### config.mk
export PLATFORM = sky130hd
export DESIGN_NAME = dcache_top
export DESIGN_NICKNAME = d
export VERILOG_FILES = /design/src/rtl/cache_geom_pkg.sv /design/src/rtl/cache_ctrl_pkg.sv /design/src/rtl/way_if.sv /design/src/rtl/cache_way.sv /design/src/rtl/cache_ctrl.sv /design/src/rtl/dcache_top.sv
export SDC_FILE = /design/constraint.sdc
export NUM_CORES = 2
export LEC_CHECK = 0
export ABC_AREA = 1
export BUFFER_PORTS_ARGS = -buffer_cell sky130_fd_sc_hd__clkbuf_2
export CAP_MARGIN = 5
export CORE_MARGIN = 2
export CORE_UTILIZATION = 35
export DETAILED_ROUTE_END_ITERATION = 10
export GPL_ROUTABILITY_DRIVEN = 0
export PLACE_DENSITY_LB_ADDON = 0.05
export SLEW_MARGIN = 20
export SYNTH_ARGS = -nofsm -noshare
export SYNTH_HDL_FRONTEND = slang
export SYNTH_HIERARCHICAL = 1
export SYNTH_SLANG_ARGS = --single-unit
### constraint.sdc
create_clock -name CLK -period 15.1 [get_ports CLK]
set_clock_uncertainty 0.05 [all_clocks]
set_input_delay 3.02 -clock CLK [delete_from_list [all_inputs] [get_ports CLK]]
set_output_delay 3.02 -clock CLK [all_outputs]
set_load 0.01 [all_outputs]
### src/rtl/cache_geom_pkg.sv
package cache_geom_pkg;

	// data word as seen by the processor and memory
	typedef logic [31:0] word_t;

	// byte address, split as tag | index | word offset | byte offset
	typedef logic [31:0] addr_t;

	// two words per block
	localparam int WORDS_PER_BLK = 2;

	// word offset width within a block
	localparam int OFF_W = $clog2(WORDS_PER_BLK);

	// byte offset bits below the word offset, never looked at
	localparam int BYTE_OFF_W = 2;

	// word in a block, used for the access and for the block walk
	typedef logic [OFF_W-1:0] woff_t;

	// last word of a block
	localparam woff_t LAST_WORD = woff_t'(WORDS_PER_BLK - 1);

endpackage

### src/rtl/cache_ctrl_pkg.sv
package cache_ctrl_pkg;

	// controller FSM states
	typedef enum logic [2:0] {
		IDLE      = 3'd0,
		WRITEBACK = 3'd1,
		FILL      = 3'd2,
		FLUSH     = 3'd3,
		DONE      = 3'd4
	} ctrl_state_t;

	// decoded processor request
	typedef enum logic [2:0] {
		NONE       = 3'd0,
		READ       = 3'd1,
		WRITE      = 3'd2,
		LOAD_LINK  = 3'd3,
		STORE_COND = 3'd4
	} req_op_t;

endpackage

### src/rtl/way_if.sv
`timescale 1ns/1ps

interface way_if #(
	parameter int SETS = 8
);
	import cache_geom_pkg::*;

	localparam int IDX_W = $clog2(SETS);
	localparam int TAG_W = $bits(addr_t) - IDX_W - OFF_W - BYTE_OFF_W;

	// lookup and update address, from the controller
	logic [IDX_W-1:0] index;
	logic [TAG_W-1:0] tag;
	woff_t            offset;

	// update strobes
	logic  wr_word;
	word_t wdata;
	logic  fill_tag;
	logic  set_valid;
	logic  set_dirty;
	logic  clr_entry;

	// lookup result from the way
	logic             hit;
	logic             valid;
	logic             dirty;
	logic [TAG_W-1:0] stored_tag;
	word_t            rdata;

	modport way (
		input  index, tag, offset, wr_word, wdata, fill_tag, set_valid, set_dirty, clr_entry,
		output hit, valid, dirty, stored_tag, rdata
	);

	modport ctrl (
		output index, tag, offset, wr_word, wdata, fill_tag, set_valid, set_dirty, clr_entry,
		input  hit, valid, dirty, stored_tag, rdata
	);

endinterface

### src/rtl/cache_way.sv
`timescale 1ns/1ps

module cache_way #(
	parameter int SETS = 8
) (
	input logic CLK,
	input logic nRST,
	way_if.way  bus
);
	import cache_geom_pkg::*;

	localparam int IDX_W = $clog2(SETS);
	localparam int TAG_W = $bits(addr_t) - IDX_W - OFF_W - BYTE_OFF_W;

	// per-set state bits
	logic [SETS-1:0] valid_q;
	logic [SETS-1:0] dirty_q;

	// tag and block storage
	logic [TAG_W-1:0] tag_q  [SETS];
	word_t            data_q [SETS][WORDS_PER_BLK];

	// combinational read at the current index
	assign bus.valid      = valid_q[bus.index];
	assign bus.dirty      = dirty_q[bus.index];
	assign bus.stored_tag = tag_q[bus.index];
	assign bus.rdata      = data_q[bus.index][bus.offset];

	// tag compare, only a valid entry can hit
	assign bus.hit = valid_q[bus.index] && (tag_q[bus.index] == bus.tag);

	always_ff @(posedge CLK, negedge nRST) begin
		if (!nRST) begin
			// every entry invalid after reset
			valid_q <= '0;
			dirty_q <= '0;
		end else begin
			// clear after flush write-back wins
			if (bus.clr_entry) begin
				valid_q[bus.index] <= 1'b0;
			end else if (bus.set_valid) begin
				valid_q[bus.index] <= 1'b1;
			end
			// a refilled block starts clean
			if (bus.clr_entry) begin
				dirty_q[bus.index] <= 1'b0;
			end else if (bus.fill_tag) begin
				dirty_q[bus.index] <= 1'b0;
			end else if (bus.wr_word && bus.set_dirty) begin
				dirty_q[bus.index] <= 1'b1;
			end
		end
	end

	always_ff @(posedge CLK) begin
		// one word per cycle, hit store or refill
		if (bus.wr_word) begin
			data_q[bus.index][bus.offset] <= bus.wdata;
		end
		// new tag on the last refill word
		if (bus.fill_tag) begin
			tag_q[bus.index] <= bus.tag;
		end
	end

	// word update and flush clear come from different FSM states
	a_no_write_on_clear: assert property (
		@(posedge CLK) disable iff (!nRST) !(bus.wr_word && bus.clr_entry)
	);

endmodule

### src/rtl/cache_ctrl.sv
`timescale 1ns/1ps

module cache_ctrl #(
	parameter int SETS = 8
) (
	input  logic                  CLK,
	input  logic                  nRST,
	input  logic                  halt,
	input  logic                  dmem_ren,
	input  logic                  dmem_wen,
	input  logic                  datomic,
	input  cache_geom_pkg::addr_t dmem_addr,
	input  cache_geom_pkg::word_t dmem_store,
	output logic                  dhit,
	output logic                  flushed,
	output cache_geom_pkg::word_t dmem_load,
	output logic                  mem_ren,
	output logic                  mem_wen,
	output cache_geom_pkg::addr_t mem_addr,
	output cache_geom_pkg::word_t mem_store,
	input  cache_geom_pkg::word_t mem_load,
	input  logic                  mem_wait,
	way_if.ctrl                   way0,
	way_if.ctrl                   way1
);
	import cache_geom_pkg::*;
	import cache_ctrl_pkg::*;

	localparam int IDX_W = $clog2(SETS);
	localparam int TAG_W = $bits(addr_t) - IDX_W - OFF_W - BYTE_OFF_W;

	ctrl_state_t      state_q, next_state;
	req_op_t          op;
	woff_t            cnt_q, next_cnt;
	logic [IDX_W:0]   fl_ent_q, next_fl_ent;
	logic [SETS-1:0]  lru_q;
	logic [TAG_W-1:0] req_tag, miss_tag_q, bus_tag;
	logic [IDX_W-1:0] req_idx, miss_idx_q, bus_idx, fl_set;
	woff_t            req_off, bus_off;
	logic             victim_q, fl_way, sel_way, hit_way, any_hit;
	logic             sel_valid, sel_dirty, sc_ok, store_ok, start_miss, entry_done;
	logic [TAG_W-1:0] sel_tag;
	word_t            sel_rdata, hit_rdata, wdata;
	logic             wr_en, wr_way, wr_dirty, fill_en, clr_en;
	addr_t            link_addr_q;
	logic             link_valid_q;

	// address fields of the processor request
	assign req_tag = dmem_addr[$bits(addr_t)-1 -: TAG_W];
	assign req_idx = dmem_addr[BYTE_OFF_W+OFF_W +: IDX_W];
	assign req_off = dmem_addr[BYTE_OFF_W +: OFF_W];

	// flush entry counter holds the way in bit 0 and the set above it
	// word of the entry comes from cnt_q
	assign fl_set = fl_ent_q[IDX_W:1];
	assign fl_way = fl_ent_q[0];

	// request decode
	// both enables together decode as no request
	always_comb begin
		op = NONE;
		if (dmem_ren && !dmem_wen) begin
			op = datomic ? LOAD_LINK : READ;
		end else if (dmem_wen && !dmem_ren) begin
			op = datomic ? STORE_COND : WRITE;
		end
	end

	// hit combine with way 0 taking priority
	assign any_hit   = way0.hit || way1.hit;
	assign hit_way   = !way0.hit;
	assign hit_rdata = hit_way ? way1.rdata : way0.rdata;
	assign dhit      = (state_q == IDLE) && !halt && (op != NONE) && any_hit;

	// store-conditional only against a live link at the same address
	assign sc_ok    = link_valid_q && (dmem_addr == link_addr_q);
	assign store_ok = dhit && ((op == WRITE) || ((op == STORE_COND) && sc_ok));
	assign dmem_load = (op == STORE_COND) ? word_t'(sc_ok) : hit_rdata;

	assign flushed = (state_q == DONE);

	// way picked for victim check, write-back, fill or flush
	always_comb begin
		case (state_q)
			IDLE:    sel_way = lru_q[req_idx];
			FLUSH:   sel_way = fl_way;
			default: sel_way = victim_q;
		endcase
	end

	assign sel_valid = sel_way ? way1.valid : way0.valid;
	assign sel_dirty = sel_way ? way1.dirty : way0.dirty;
	assign sel_tag   = sel_way ? way1.stored_tag : way0.stored_tag;
	assign sel_rdata = sel_way ? way1.rdata : way0.rdata;

	always_comb begin
		next_state  = state_q;
		next_cnt    = cnt_q;
		next_fl_ent = fl_ent_q;
		mem_ren     = 1'b0;
		mem_wen     = 1'b0;
		mem_addr    = '0;
		mem_store   = '0;
		bus_idx     = req_idx;
		bus_tag     = req_tag;
		bus_off     = req_off;
		wr_en       = 1'b0;
		wr_way      = sel_way;
		wr_dirty    = 1'b0;
		wdata       = dmem_store;
		fill_en     = 1'b0;
		clr_en      = 1'b0;
		start_miss  = 1'b0;
		entry_done  = 1'b0;
		case (state_q)
			IDLE: begin
				next_cnt    = '0;
				next_fl_ent = '0;
				if (halt) begin
					next_state = FLUSH;
				end else if ((op != NONE) && !any_hit) begin
					// on a miss the dirty LRU victim goes out first
					start_miss = 1'b1;
					next_state = (sel_valid && sel_dirty) ? WRITEBACK : FILL;
				end else if (store_ok) begin
					wr_en    = 1'b1;
					wr_way   = hit_way;
					wr_dirty = 1'b1;
				end
			end
			WRITEBACK: begin
				bus_idx   = miss_idx_q;
				bus_tag   = miss_tag_q;
				bus_off   = cnt_q;
				mem_wen   = 1'b1;
				mem_addr  = {sel_tag, miss_idx_q, cnt_q, {BYTE_OFF_W{1'b0}}};
				mem_store = sel_rdata;
				if (!mem_wait) begin
					next_cnt = cnt_q + 1'b1;
					if (cnt_q == LAST_WORD) begin
						next_state = FILL;
					end
				end
			end
			FILL: begin
				bus_idx  = miss_idx_q;
				bus_tag  = miss_tag_q;
				bus_off  = cnt_q;
				mem_ren  = 1'b1;
				mem_addr = {miss_tag_q, miss_idx_q, cnt_q, {BYTE_OFF_W{1'b0}}};
				wdata    = mem_load;
				if (!mem_wait) begin
					wr_en    = 1'b1;
					next_cnt = cnt_q + 1'b1;
					// tag and valid go in with the last word
					if (cnt_q == LAST_WORD) begin
						fill_en    = 1'b1;
						next_state = IDLE;
					end
				end
			end
			FLUSH: begin
				bus_idx = fl_set;
				bus_off = cnt_q;
				if (sel_valid && sel_dirty) begin
					mem_wen   = 1'b1;
					mem_addr  = {sel_tag, fl_set, cnt_q, {BYTE_OFF_W{1'b0}}};
					mem_store = sel_rdata;
					if (!mem_wait) begin
						next_cnt = cnt_q + 1'b1;
						if (cnt_q == LAST_WORD) begin
							clr_en     = 1'b1;
							entry_done = 1'b1;
						end
					end
				end else begin
					// clean or empty entries are skipped
					entry_done = 1'b1;
				end
				if (entry_done) begin
					next_fl_ent = fl_ent_q + 1'b1;
					if (&fl_ent_q) begin
						next_state = DONE;
					end
				end
			end
			DONE: begin
				// held until reset
				next_state = DONE;
			end
			default: next_state = IDLE;
		endcase
	end

	// shared lookup address and data to both ways
	assign way0.index = bus_idx;
	assign way1.index = bus_idx;
	assign way0.tag = bus_tag;
	assign way1.tag = bus_tag;
	assign way0.offset = bus_off;
	assign way1.offset = bus_off;
	assign way0.wdata = wdata;
	assign way1.wdata = wdata;
	assign way0.set_dirty = wr_dirty;
	assign way1.set_dirty = wr_dirty;

	// per-way strobes
	assign way0.wr_word = wr_en && !wr_way;
	assign way1.wr_word = wr_en && wr_way;
	assign way0.fill_tag = fill_en && !wr_way;
	assign way1.fill_tag = fill_en && wr_way;
	assign way0.set_valid = fill_en && !wr_way;
	assign way1.set_valid = fill_en && wr_way;
	assign way0.clr_entry = clr_en && !wr_way;
	assign way1.clr_entry = clr_en && wr_way;

	always_ff @(posedge CLK, negedge nRST) begin
		if (!nRST) begin
			state_q      <= IDLE;
			cnt_q        <= '0;
			fl_ent_q     <= '0;
			lru_q        <= '0;
			link_valid_q <= 1'b0;
		end else begin
			state_q  <= next_state;
			cnt_q    <= next_cnt;
			fl_ent_q <= next_fl_ent;
			// LRU points away from the way last used
			if (dhit) begin
				lru_q[req_idx] <= !hit_way;
			end else if (fill_en) begin
				lru_q[miss_idx_q] <= !victim_q;
			end
			// any store to the linked address breaks the link
			if (dhit && (op == LOAD_LINK)) begin
				link_valid_q <= 1'b1;
			end else if (store_ok && (dmem_addr == link_addr_q)) begin
				link_valid_q <= 1'b0;
			end
		end
	end

	always_ff @(posedge CLK) begin
		// miss context for write-back and refill
		if (start_miss) begin
			miss_tag_q <= req_tag;
			miss_idx_q <= req_idx;
			victim_q   <= lru_q[req_idx];
		end
		if (dhit && (op == LOAD_LINK)) begin
			link_addr_q <= dmem_addr;
		end
	end

	a_mem_one_dir: assert property (
		@(posedge CLK) disable iff (!nRST) !(mem_ren && mem_wen)
	);

	// a block is filled only on a miss so it lives in one way only
	a_single_hit: assert property (
		@(posedge CLK) disable iff (!nRST) (state_q == IDLE) |-> !(way0.hit && way1.hit)
	);

endmodule

### src/rtl/dcache_top.sv
`timescale 1ns/1ps

module dcache_top #(
	parameter int SETS = 8
) (
	input  logic                  CLK,
	input  logic                  nRST,
	// processor side
	input  logic                  halt,
	input  logic                  dmem_ren,
	input  logic                  dmem_wen,
	input  logic                  datomic,
	input  cache_geom_pkg::addr_t dmem_addr,
	input  cache_geom_pkg::word_t dmem_store,
	output logic                  dhit,
	output cache_geom_pkg::word_t dmem_load,
	output logic                  flushed,
	// memory side
	output logic                  mem_ren,
	output logic                  mem_wen,
	output cache_geom_pkg::addr_t mem_addr,
	output cache_geom_pkg::word_t mem_store,
	input  cache_geom_pkg::word_t mem_load,
	input  logic                  mem_wait
);

	// one bus per way
	way_if #(.SETS(SETS)) way0_bus ();
	way_if #(.SETS(SETS)) way1_bus ();

	cache_way #(.SETS(SETS)) way0_i (.CLK(CLK), .nRST(nRST), .bus(way0_bus));
	cache_way #(.SETS(SETS)) way1_i (.CLK(CLK), .nRST(nRST), .bus(way1_bus));

	cache_ctrl #(.SETS(SETS)) ctrl_i (
		.CLK(CLK), .nRST(nRST),
		.halt(halt), .dmem_ren(dmem_ren), .dmem_wen(dmem_wen), .datomic(datomic),
		.dmem_addr(dmem_addr), .dmem_store(dmem_store),
		.dhit(dhit), .flushed(flushed), .dmem_load(dmem_load),
		.mem_ren(mem_ren), .mem_wen(mem_wen), .mem_addr(mem_addr), .mem_store(mem_store),
		.mem_load(mem_load), .mem_wait(mem_wait),
		.way0(way0_bus), .way1(way1_bus)
	);

endmodule

* Word-level counts from Yosys, hierarchy flattened *
Memory sizes are Yosys's and may differ from the RTL's.
Index checks and enable logic that the tools add are counted.

word-level totals
  register bits after elaboration = 111
  RAM bits = 1440
  output and inout port bits = 100
  memories = 4

operators by class
  add/sub/neg operators = 2
  magnitude comparators = 8
  equality and inequality tests = 18
  muxes and demuxes = 105
  bitwise operators = 10
  reductions and logical operators = 51

memory list
  name           words  bits a word  rd ports  clocked after Yosys merged registers in  wr ports  line             source
  way0_i.data_q  8      64           1         0                                        1         cache_way.sv:21  word_t data_q [SETS][WORDS_PER_BLK];
  way1_i.data_q  8      64           1         0                                        1         cache_way.sv:21
  way0_i.tag_q   8      26           1         0                                        1         cache_way.sv:20  logic [TAG_W-1:0] tag_q [SETS];
  way1_i.tag_q   8      26           1         0                                        1         cache_way.sv:20

operators with widths
  operator                                                     number
  2-to-1 mux 32 bit                                            13
  2-to-1 mux 64 bit                                            2
  2-to-1 mux 8 bit                                             12
  one-hot mux 32 bit (3 select lines)                          1
  one-hot mux 32 bit (2 select lines)                          1
  equality test 26 bit                                         2
  2-to-1 mux 26 bit                                            2
  2-to-1 mux 1 bit                                             42
  2-to-1 mux 3 bit                                             11
  bitwise AND 8 bit                                            4
  demux 32 bit (select 1 bit)                                  1
  equality test 32 bit                                         1
  bitwise OR 8 bit                                             4
  logical AND 1 bit                                            26
  bitwise mux 8 bit                                            2
  binary-select mux 1 bit (select 3 bit)                       5
  one-hot mux 3 bit (5 select lines)                           1
  equality test 3 x 2 -> 1 bit (second input constant)         4
  less-than comparator 3 x 4 -> 1 bit (second input constant)  3
  nonzero test 3 bit                                           4
  != test 2 x 1 -> 1 bit (second input constant)               5
  nonzero test 2 bit                                           5
  demux 1 bit (select 3 bit)                                   3
  >= comparator 3 x 1 -> 1 bit (second input constant)         3
  other kinds (24)                                             37

* Longest topological paths before layout *
  depth after elaboration = 19
  mapped depth = 36

* Cells and area by module *
Netlist, hierarchy kept.

by module, submodules not included
  module               times used  cells each  area an instance (um2)  sequential area each (um2)
  cache_way at way0_i  1           2331        29324.4                 22021.1
  cache_way at way1_i  1           2301        29305.6                 22021.1
  cache_ctrl           1           963         6600.1                  2287.2

* Worst setup path before layout *
OpenSTA, ideal clock, no wires.

  kind = input to output
  start point = input port dmem_addr[3]
  end point = output port dmem_load[12]
  data arrival time = 5.755 ns
  required time = 12.030 ns
  path slack = 6.275 ns
  cell stages on the path = 20
  cell sequence = buf_4 > inv_4 > o211ai_1 > buf_6 > buf_6 > buf_2 > nand2_1 > nand3_1 > nand2_1 > nor2_1 > o21ai_0 > nor2_1 > nand2_1 > nor2_1 > nand2_1 > nor2_1 > clkbuf_1 > clkbuf_1 > nor2_1 > a211oi_1

RTL lines
  item                                                                           line               source
  from (decl)                                                                    dcache_top.sv:13   input cache_geom_pkg::addr_t dmem_addr,
  one-hot mux 3 bit (2 select lines) *                                           cache_ctrl.sv:115  case (state_q)
  named net way0_bus.index[0]                                                    way_if.sv:12       logic [IDX_W-1:0] index;
  memory (8 x 26 bit) or binary-select mux 1 bit (select 3 bit) (tied branches)  --
  equality test 26 bit or 2-to-1 mux 1 bit (tied branches)                       cache_way.sv:30    assign bus.hit = valid_q[bus.index] && (tag_q[bus.index] == bus.tag);
  logical AND 1 bit *                                                            cache_way.sv:30
  named net way0_bus.hit                                                         way_if.sv:25       logic hit;
  2-to-1 mux 32 bit *                                                            cache_ctrl.sv:72   assign hit_rdata = hit_way ? way1.rdata : way0.rdata;
  2-to-1 mux 32 bit *                                                            cache_ctrl.sv:78   assign dmem_load = (op == STORE_COND) ? word_t'(sc_ok) : hit_rdata;
  to (decl)                                                                      dcache_top.sv:16   output cache_geom_pkg::word_t dmem_load,

The timed path passes the listed nets; every way through them passes the cells marked *. The select of a mux whose other input is x is not followed.

* Worst setup path in the final report *
  start point = input port dmem_addr[4]
  end point = output port mem_addr[25]

between the ends
  word-level cells in the longest chain between the ends = 7

ends and longest elaborated chain
  item                                    line               source
  one-hot mux 3 bit (2 select lines)      cache_ctrl.sv:115
  named net way0_bus.index[1]             way_if.sv:12
  binary-select mux 1 bit (select 3 bit)  cache_way.sv:25    assign bus.dirty = dirty_q[bus.index];
  2-to-1 mux 1 bit (not written as such)  cache_way.sv:25
  named net way0_bus.dirty                way_if.sv:27       logic dirty;
  2-to-1 mux 1 bit                        cache_ctrl.sv:92   assign sel_dirty = sel_way ? way1.dirty : way0.dirty;
  logical AND 1 bit                       cache_ctrl.sv:165  if (sel_valid && sel_dirty) begin
  2-to-1 mux 32 bit                       cache_ctrl.sv:165
  one-hot mux 32 bit (3 select lines)     cache_ctrl.sv:115
  to (decl)                               dcache_top.sv:21   output cache_geom_pkg::addr_t mem_addr,

The timed path passes the listed nets, and every way through them passes these cells. The select of a mux whose other input is x is not followed.

==> impl_metrics.tcl <==
set metrics [dict create \
    area_growth_pct 14.2 \
    criticalPathCategory "primary input to output pin" \
    status "complete, no violations" \
    cts_resized 0 \
    power.density_nw_per_um2 220 \
    cap_violations 0 \
    h-tree-depth 4 \
    rsz0062_at_grt "false" \
    dr.pass1.iters 5 \
    setup.reg_to_reg.worst_slack_ns 5.04 \
    synth_area_um2 65200 \
    end_kind "output pin" \
    clockBufferDepth 3 \
    vias_per_cell 4.94 \
    fin_setup_tns_ns 0 \
    die_w_um 436 \
    fin_crit_sh_pct 75.2 \
    drt_iter0_drc 3008 \
    reg2reg_to "way0_i/data_q[0][63]" \
    antenna_found_initial 4 \
    grt.overflow.total 0 \
    cp_top_family "buffers and inverters" \
    slowest_delay_ns 0.72 \
    async_flop_share_pct 3.16 \
    synth_cell_type_count 50 \
    power_mw 16.4 \
    grt_pass1_vias 41057 \
    ys_ff_latch 1551 \
    fillCellCount 17737 \
    relSlewSlack_pct 24.5 \
    clock-sinks 1551 \
    worstHoldPathType "register to register" \
    cp_max_fo 35 \
    core_area_um2 185000 \
    drt_wl_total_um 211000 \
    ant_nets 0 \
    cts_tree "done" \
    power_leakage_nw 28.4 \
    critPathBufInv 7 \
    hold-path-cell-count 1 \
    hold_viol 0 \
    avgSynthCellArea_um2 11.7 \
    nets 5917 \
    crit_slowest_cell "nand2_2" \
    via_count 41624 \
    postCtsHoldBufs 0 \
    startpoint_type "primary input" \
    worstHoldStart "ctrl_i/lru_q[6]" \
    path_clk_slew_ns 0.06 \
    hold_end "ctrl_i/lru_q[6]" \
    setup.worst_path.start "dmem_addr[4]" \
    vdd_ir_drop_max_v 0.000182 \
    worstPathCellList "clkbuf_2 -> inv_1 -> o211ai_1 -> buf_4 -> nor2_8 -> nand2_2 -> inv_2 -> a221oi_1 -> nand2_1 -> nand2_1 -> inv_1 -> nand3_1 -> nand2_4 -> a21oi_4 -> buf_4 -> o22ai_1 -> clkbuf_2" \
    worst_slew_pin_slew_ns 1.13 \
    rows 158 \
    grt.total_usage_pct 22.0 \
    grt_max_degree 144 \
    post_cts_buffers 0 \
    drc_errors 0 \
    drv_slew 0 \
    cts_root_buffer "clkbuf_16" \
    initial_core_util_pct 35.2 \
    cts_buffers 176 \
    avgRoutedWirePerCell_um 25.0 \
    max_freq_mhz 88.0 \
    crit_arrival_ns 8.29 \
    dp_hpwl_um 121000 \
    synth_enable_flop_cells 1502 \
    synth_ff_type "edfxtp_1" \
    netlist_instances 5595 \
    ys_warn_count 6 \
    drive_above_1_share_pct 12.5 \
    worstPathRequired_ns 12.03 \
    grt_pass1_wl_um 301000 \
    finalSetupViolCount 0 \
    die_h_um 436 \
    period_needed_ns 11.36 \
    worstRegToRegCells 30 \
    ys_seq_area_share_pct 71.0 \
    clkLatencyLatePin_ns 0.82 \
    r2r-start "ctrl_i/state_q[2]" \
    ios 203 \
    die-area_um2 190000 \
    portBuffers 200 \
]
stage by stage:
| step | hold WS, ns | area, um^2 | util, % | instances | setup slack [ns] |
|---|---|---|---|---|---|
| finish | 0.434 | 74500 | 40.2 | 8434 | 3.74 |
| floorplan | 0.399 | 65200 | - | 5596 | 6.27 |
| detailed placement | 0.424 | 69100 | 37.3 | 8112 | 3.62 |
| global route | 0.445 | 74500 | 40.2 | 8432 | 3.36 |
| global placement | 0.410 | 69000 | 37.2 | 8109 | 3.72 |
| CTS | 0.438 | 74400 | 40.2 | 8429 | 3.60 |
state kept, by name, summed over array words and instances, names as in the netlist, named ones only:
register             flops
ctrl_i/lru_q             8
ctrl_i/cnt_q             1
way1_i/data_q          512
ctrl_i/link_addr_q      32
ctrl_i/fl_ent_q          4
ctrl_i/miss_idx_q        3
way0_i/tag_q           208
ctrl_i/miss_tag_q       26
way0_i/data_q          512
ctrl_i/state_q           3
ctrl_i/link_valid_q      1
ctrl_i/victim_q          1
way1_i/tag_q           208
cells by family after synthesis:
family	count (synthesis)	share of synthesized area [%]
compound gates	581	6.31
xor+xnor	28	0.376
fa+ha+maj	1	0.0192
buf+inv	978	6.75
flops	1551	71.0
mux	2	0.0345
other cells	1	0.00575
simple gates	2453	15.5
worst max-delay path by stage:
stage | end | slack, ns | cells after the start
6_report | mem_addr[25] | 3.74 | 17
5_1_grt | mem_addr[25] | 3.36 | 17
4_1_cts | mem_addr[25] | 3.60 | 17
3_5_place_dp | mem_addr[25] | 3.62 | 17
3_3_place_gp | dmem_load[29] | 3.72 | 18
2_1_floorplan | dmem_load[12] | 6.27 | 20
cell usage after synthesis, types with 4 or more instances:
library cell | instances | share of area (%)
a211oi_1 | 38 | 0.44
a21oi_1 | 69 | 0.53
a221oi_1 | 110 | 1.5
a221oi_2 | 10 | 0.23
a22o_1 | 41 | 0.55
a22oi_1 | 74 | 0.85
a2bb2oi_1 | 5 | 0.067
buf_1 | 7 | 0.040
buf_2 | 112 | 0.86
buf_4 | 91 | 1.0
buf_6 | 31 | 0.54
clkbuf_1 | 65 | 0.37
dfrtp_1 | 49 | 1.9
edfxtp_1 | 1502 | 69
inv_1 | 637 | 3.7
inv_2 | 29 | 0.17
inv_4 | 4 | 0.038
nand2_1 | 1668 | 9.6
nand2_2 | 9 | 0.086
nand2_4 | 4 | 0.069
nand3_1 | 212 | 1.6
nand3b_1 | 4 | 0.046
nand4_1 | 112 | 1.1
nor2_1 | 369 | 2.1
nor2_2 | 8 | 0.077
nor2_4 | 6 | 0.10
nor2_8 | 4 | 0.12
nor3_1 | 9 | 0.069
o2111a_1 | 10 | 0.17
o2111ai_1 | 12 | 0.16
o211ai_1 | 11 | 0.13
o21ai_0 | 121 | 0.93
o21ai_1 | 28 | 0.21
o21bai_1 | 5 | 0.058
o22ai_1 | 29 | 0.28
o31ai_1 | 12 | 0.14
or2_0 | 4 | 0.038
or2_1 | 13 | 0.12
or2_2 | 30 | 0.29
xnor2_1 | 28 | 0.38
cells in the final DEF (no fill, tap or decap), drive strengths merged:
cell,count
nand3,212
diode,2
bufinv,3
nand3b,4
o22ai,29
nand4,112
clkinv,72
nand2,1682
clkinvlp,2
clkbuf,434
a21o,1
mux2,2
a31oi,2
nor2,387
o2111ai,12
xnor2,28
conb,2
a221oi,120
buf,145
o21bai,5
o211ai,12
dfrtp,49
o2111a,10
inv,678
or2,47
a2bb2oi,5
a22o,41
a211oi,38
o31ai,12
a22oi,74
a21oi,70
ha,1
nor3,9
o21ai,150
edfxtp,1502
power breakdown:
group / internal, mW / leakage [nW] / total [mW] / switching [mW]
clock: 2.24 / 2.58 / 4.01 / 1.76
sequential: 5.52 / 14.2 / 5.57 / 0.0468
combinational: 1.65 / 11.6 / 6.80 / 5.14
final cells by class:
cell class / count / area, um^2 / share of cell area, %
sequential: 1551 / 46300 / 62.2
multi-input combinational: 3067 / 15000 / 20.1
clock buffer: 234 / 4700 / 6.32
tap: 2480 / 3100 / 4.17
inverter: 672 / 2540 / 3.41
timing repair buffer: 345 / 2190 / 2.94
clock inverter: 83 / 633 / 0.850
antenna: 2 / 5.00 / 0.00672
worst reg2reg max path, delay by kind of cell, from the launching register on:
kind / cells / cell delay (ns)
buffers and inverters: 8 / 3.24
flip-flops: 1 / 0.51
AO/OA/AOI/OAI: 3 / 1.08
AND/OR/NAND/NOR: 19 / 4.82
routing by layer:
layer	routed length (um)	up-vias	track usage [%]
met3	8490	258	2.92
met4	5230	2	5.82
met5	13	-	0
met1	91700	20881	28.7
met2	105000	948	38.3
li1	-	19535	-
(Power assumes the default switching activity.)
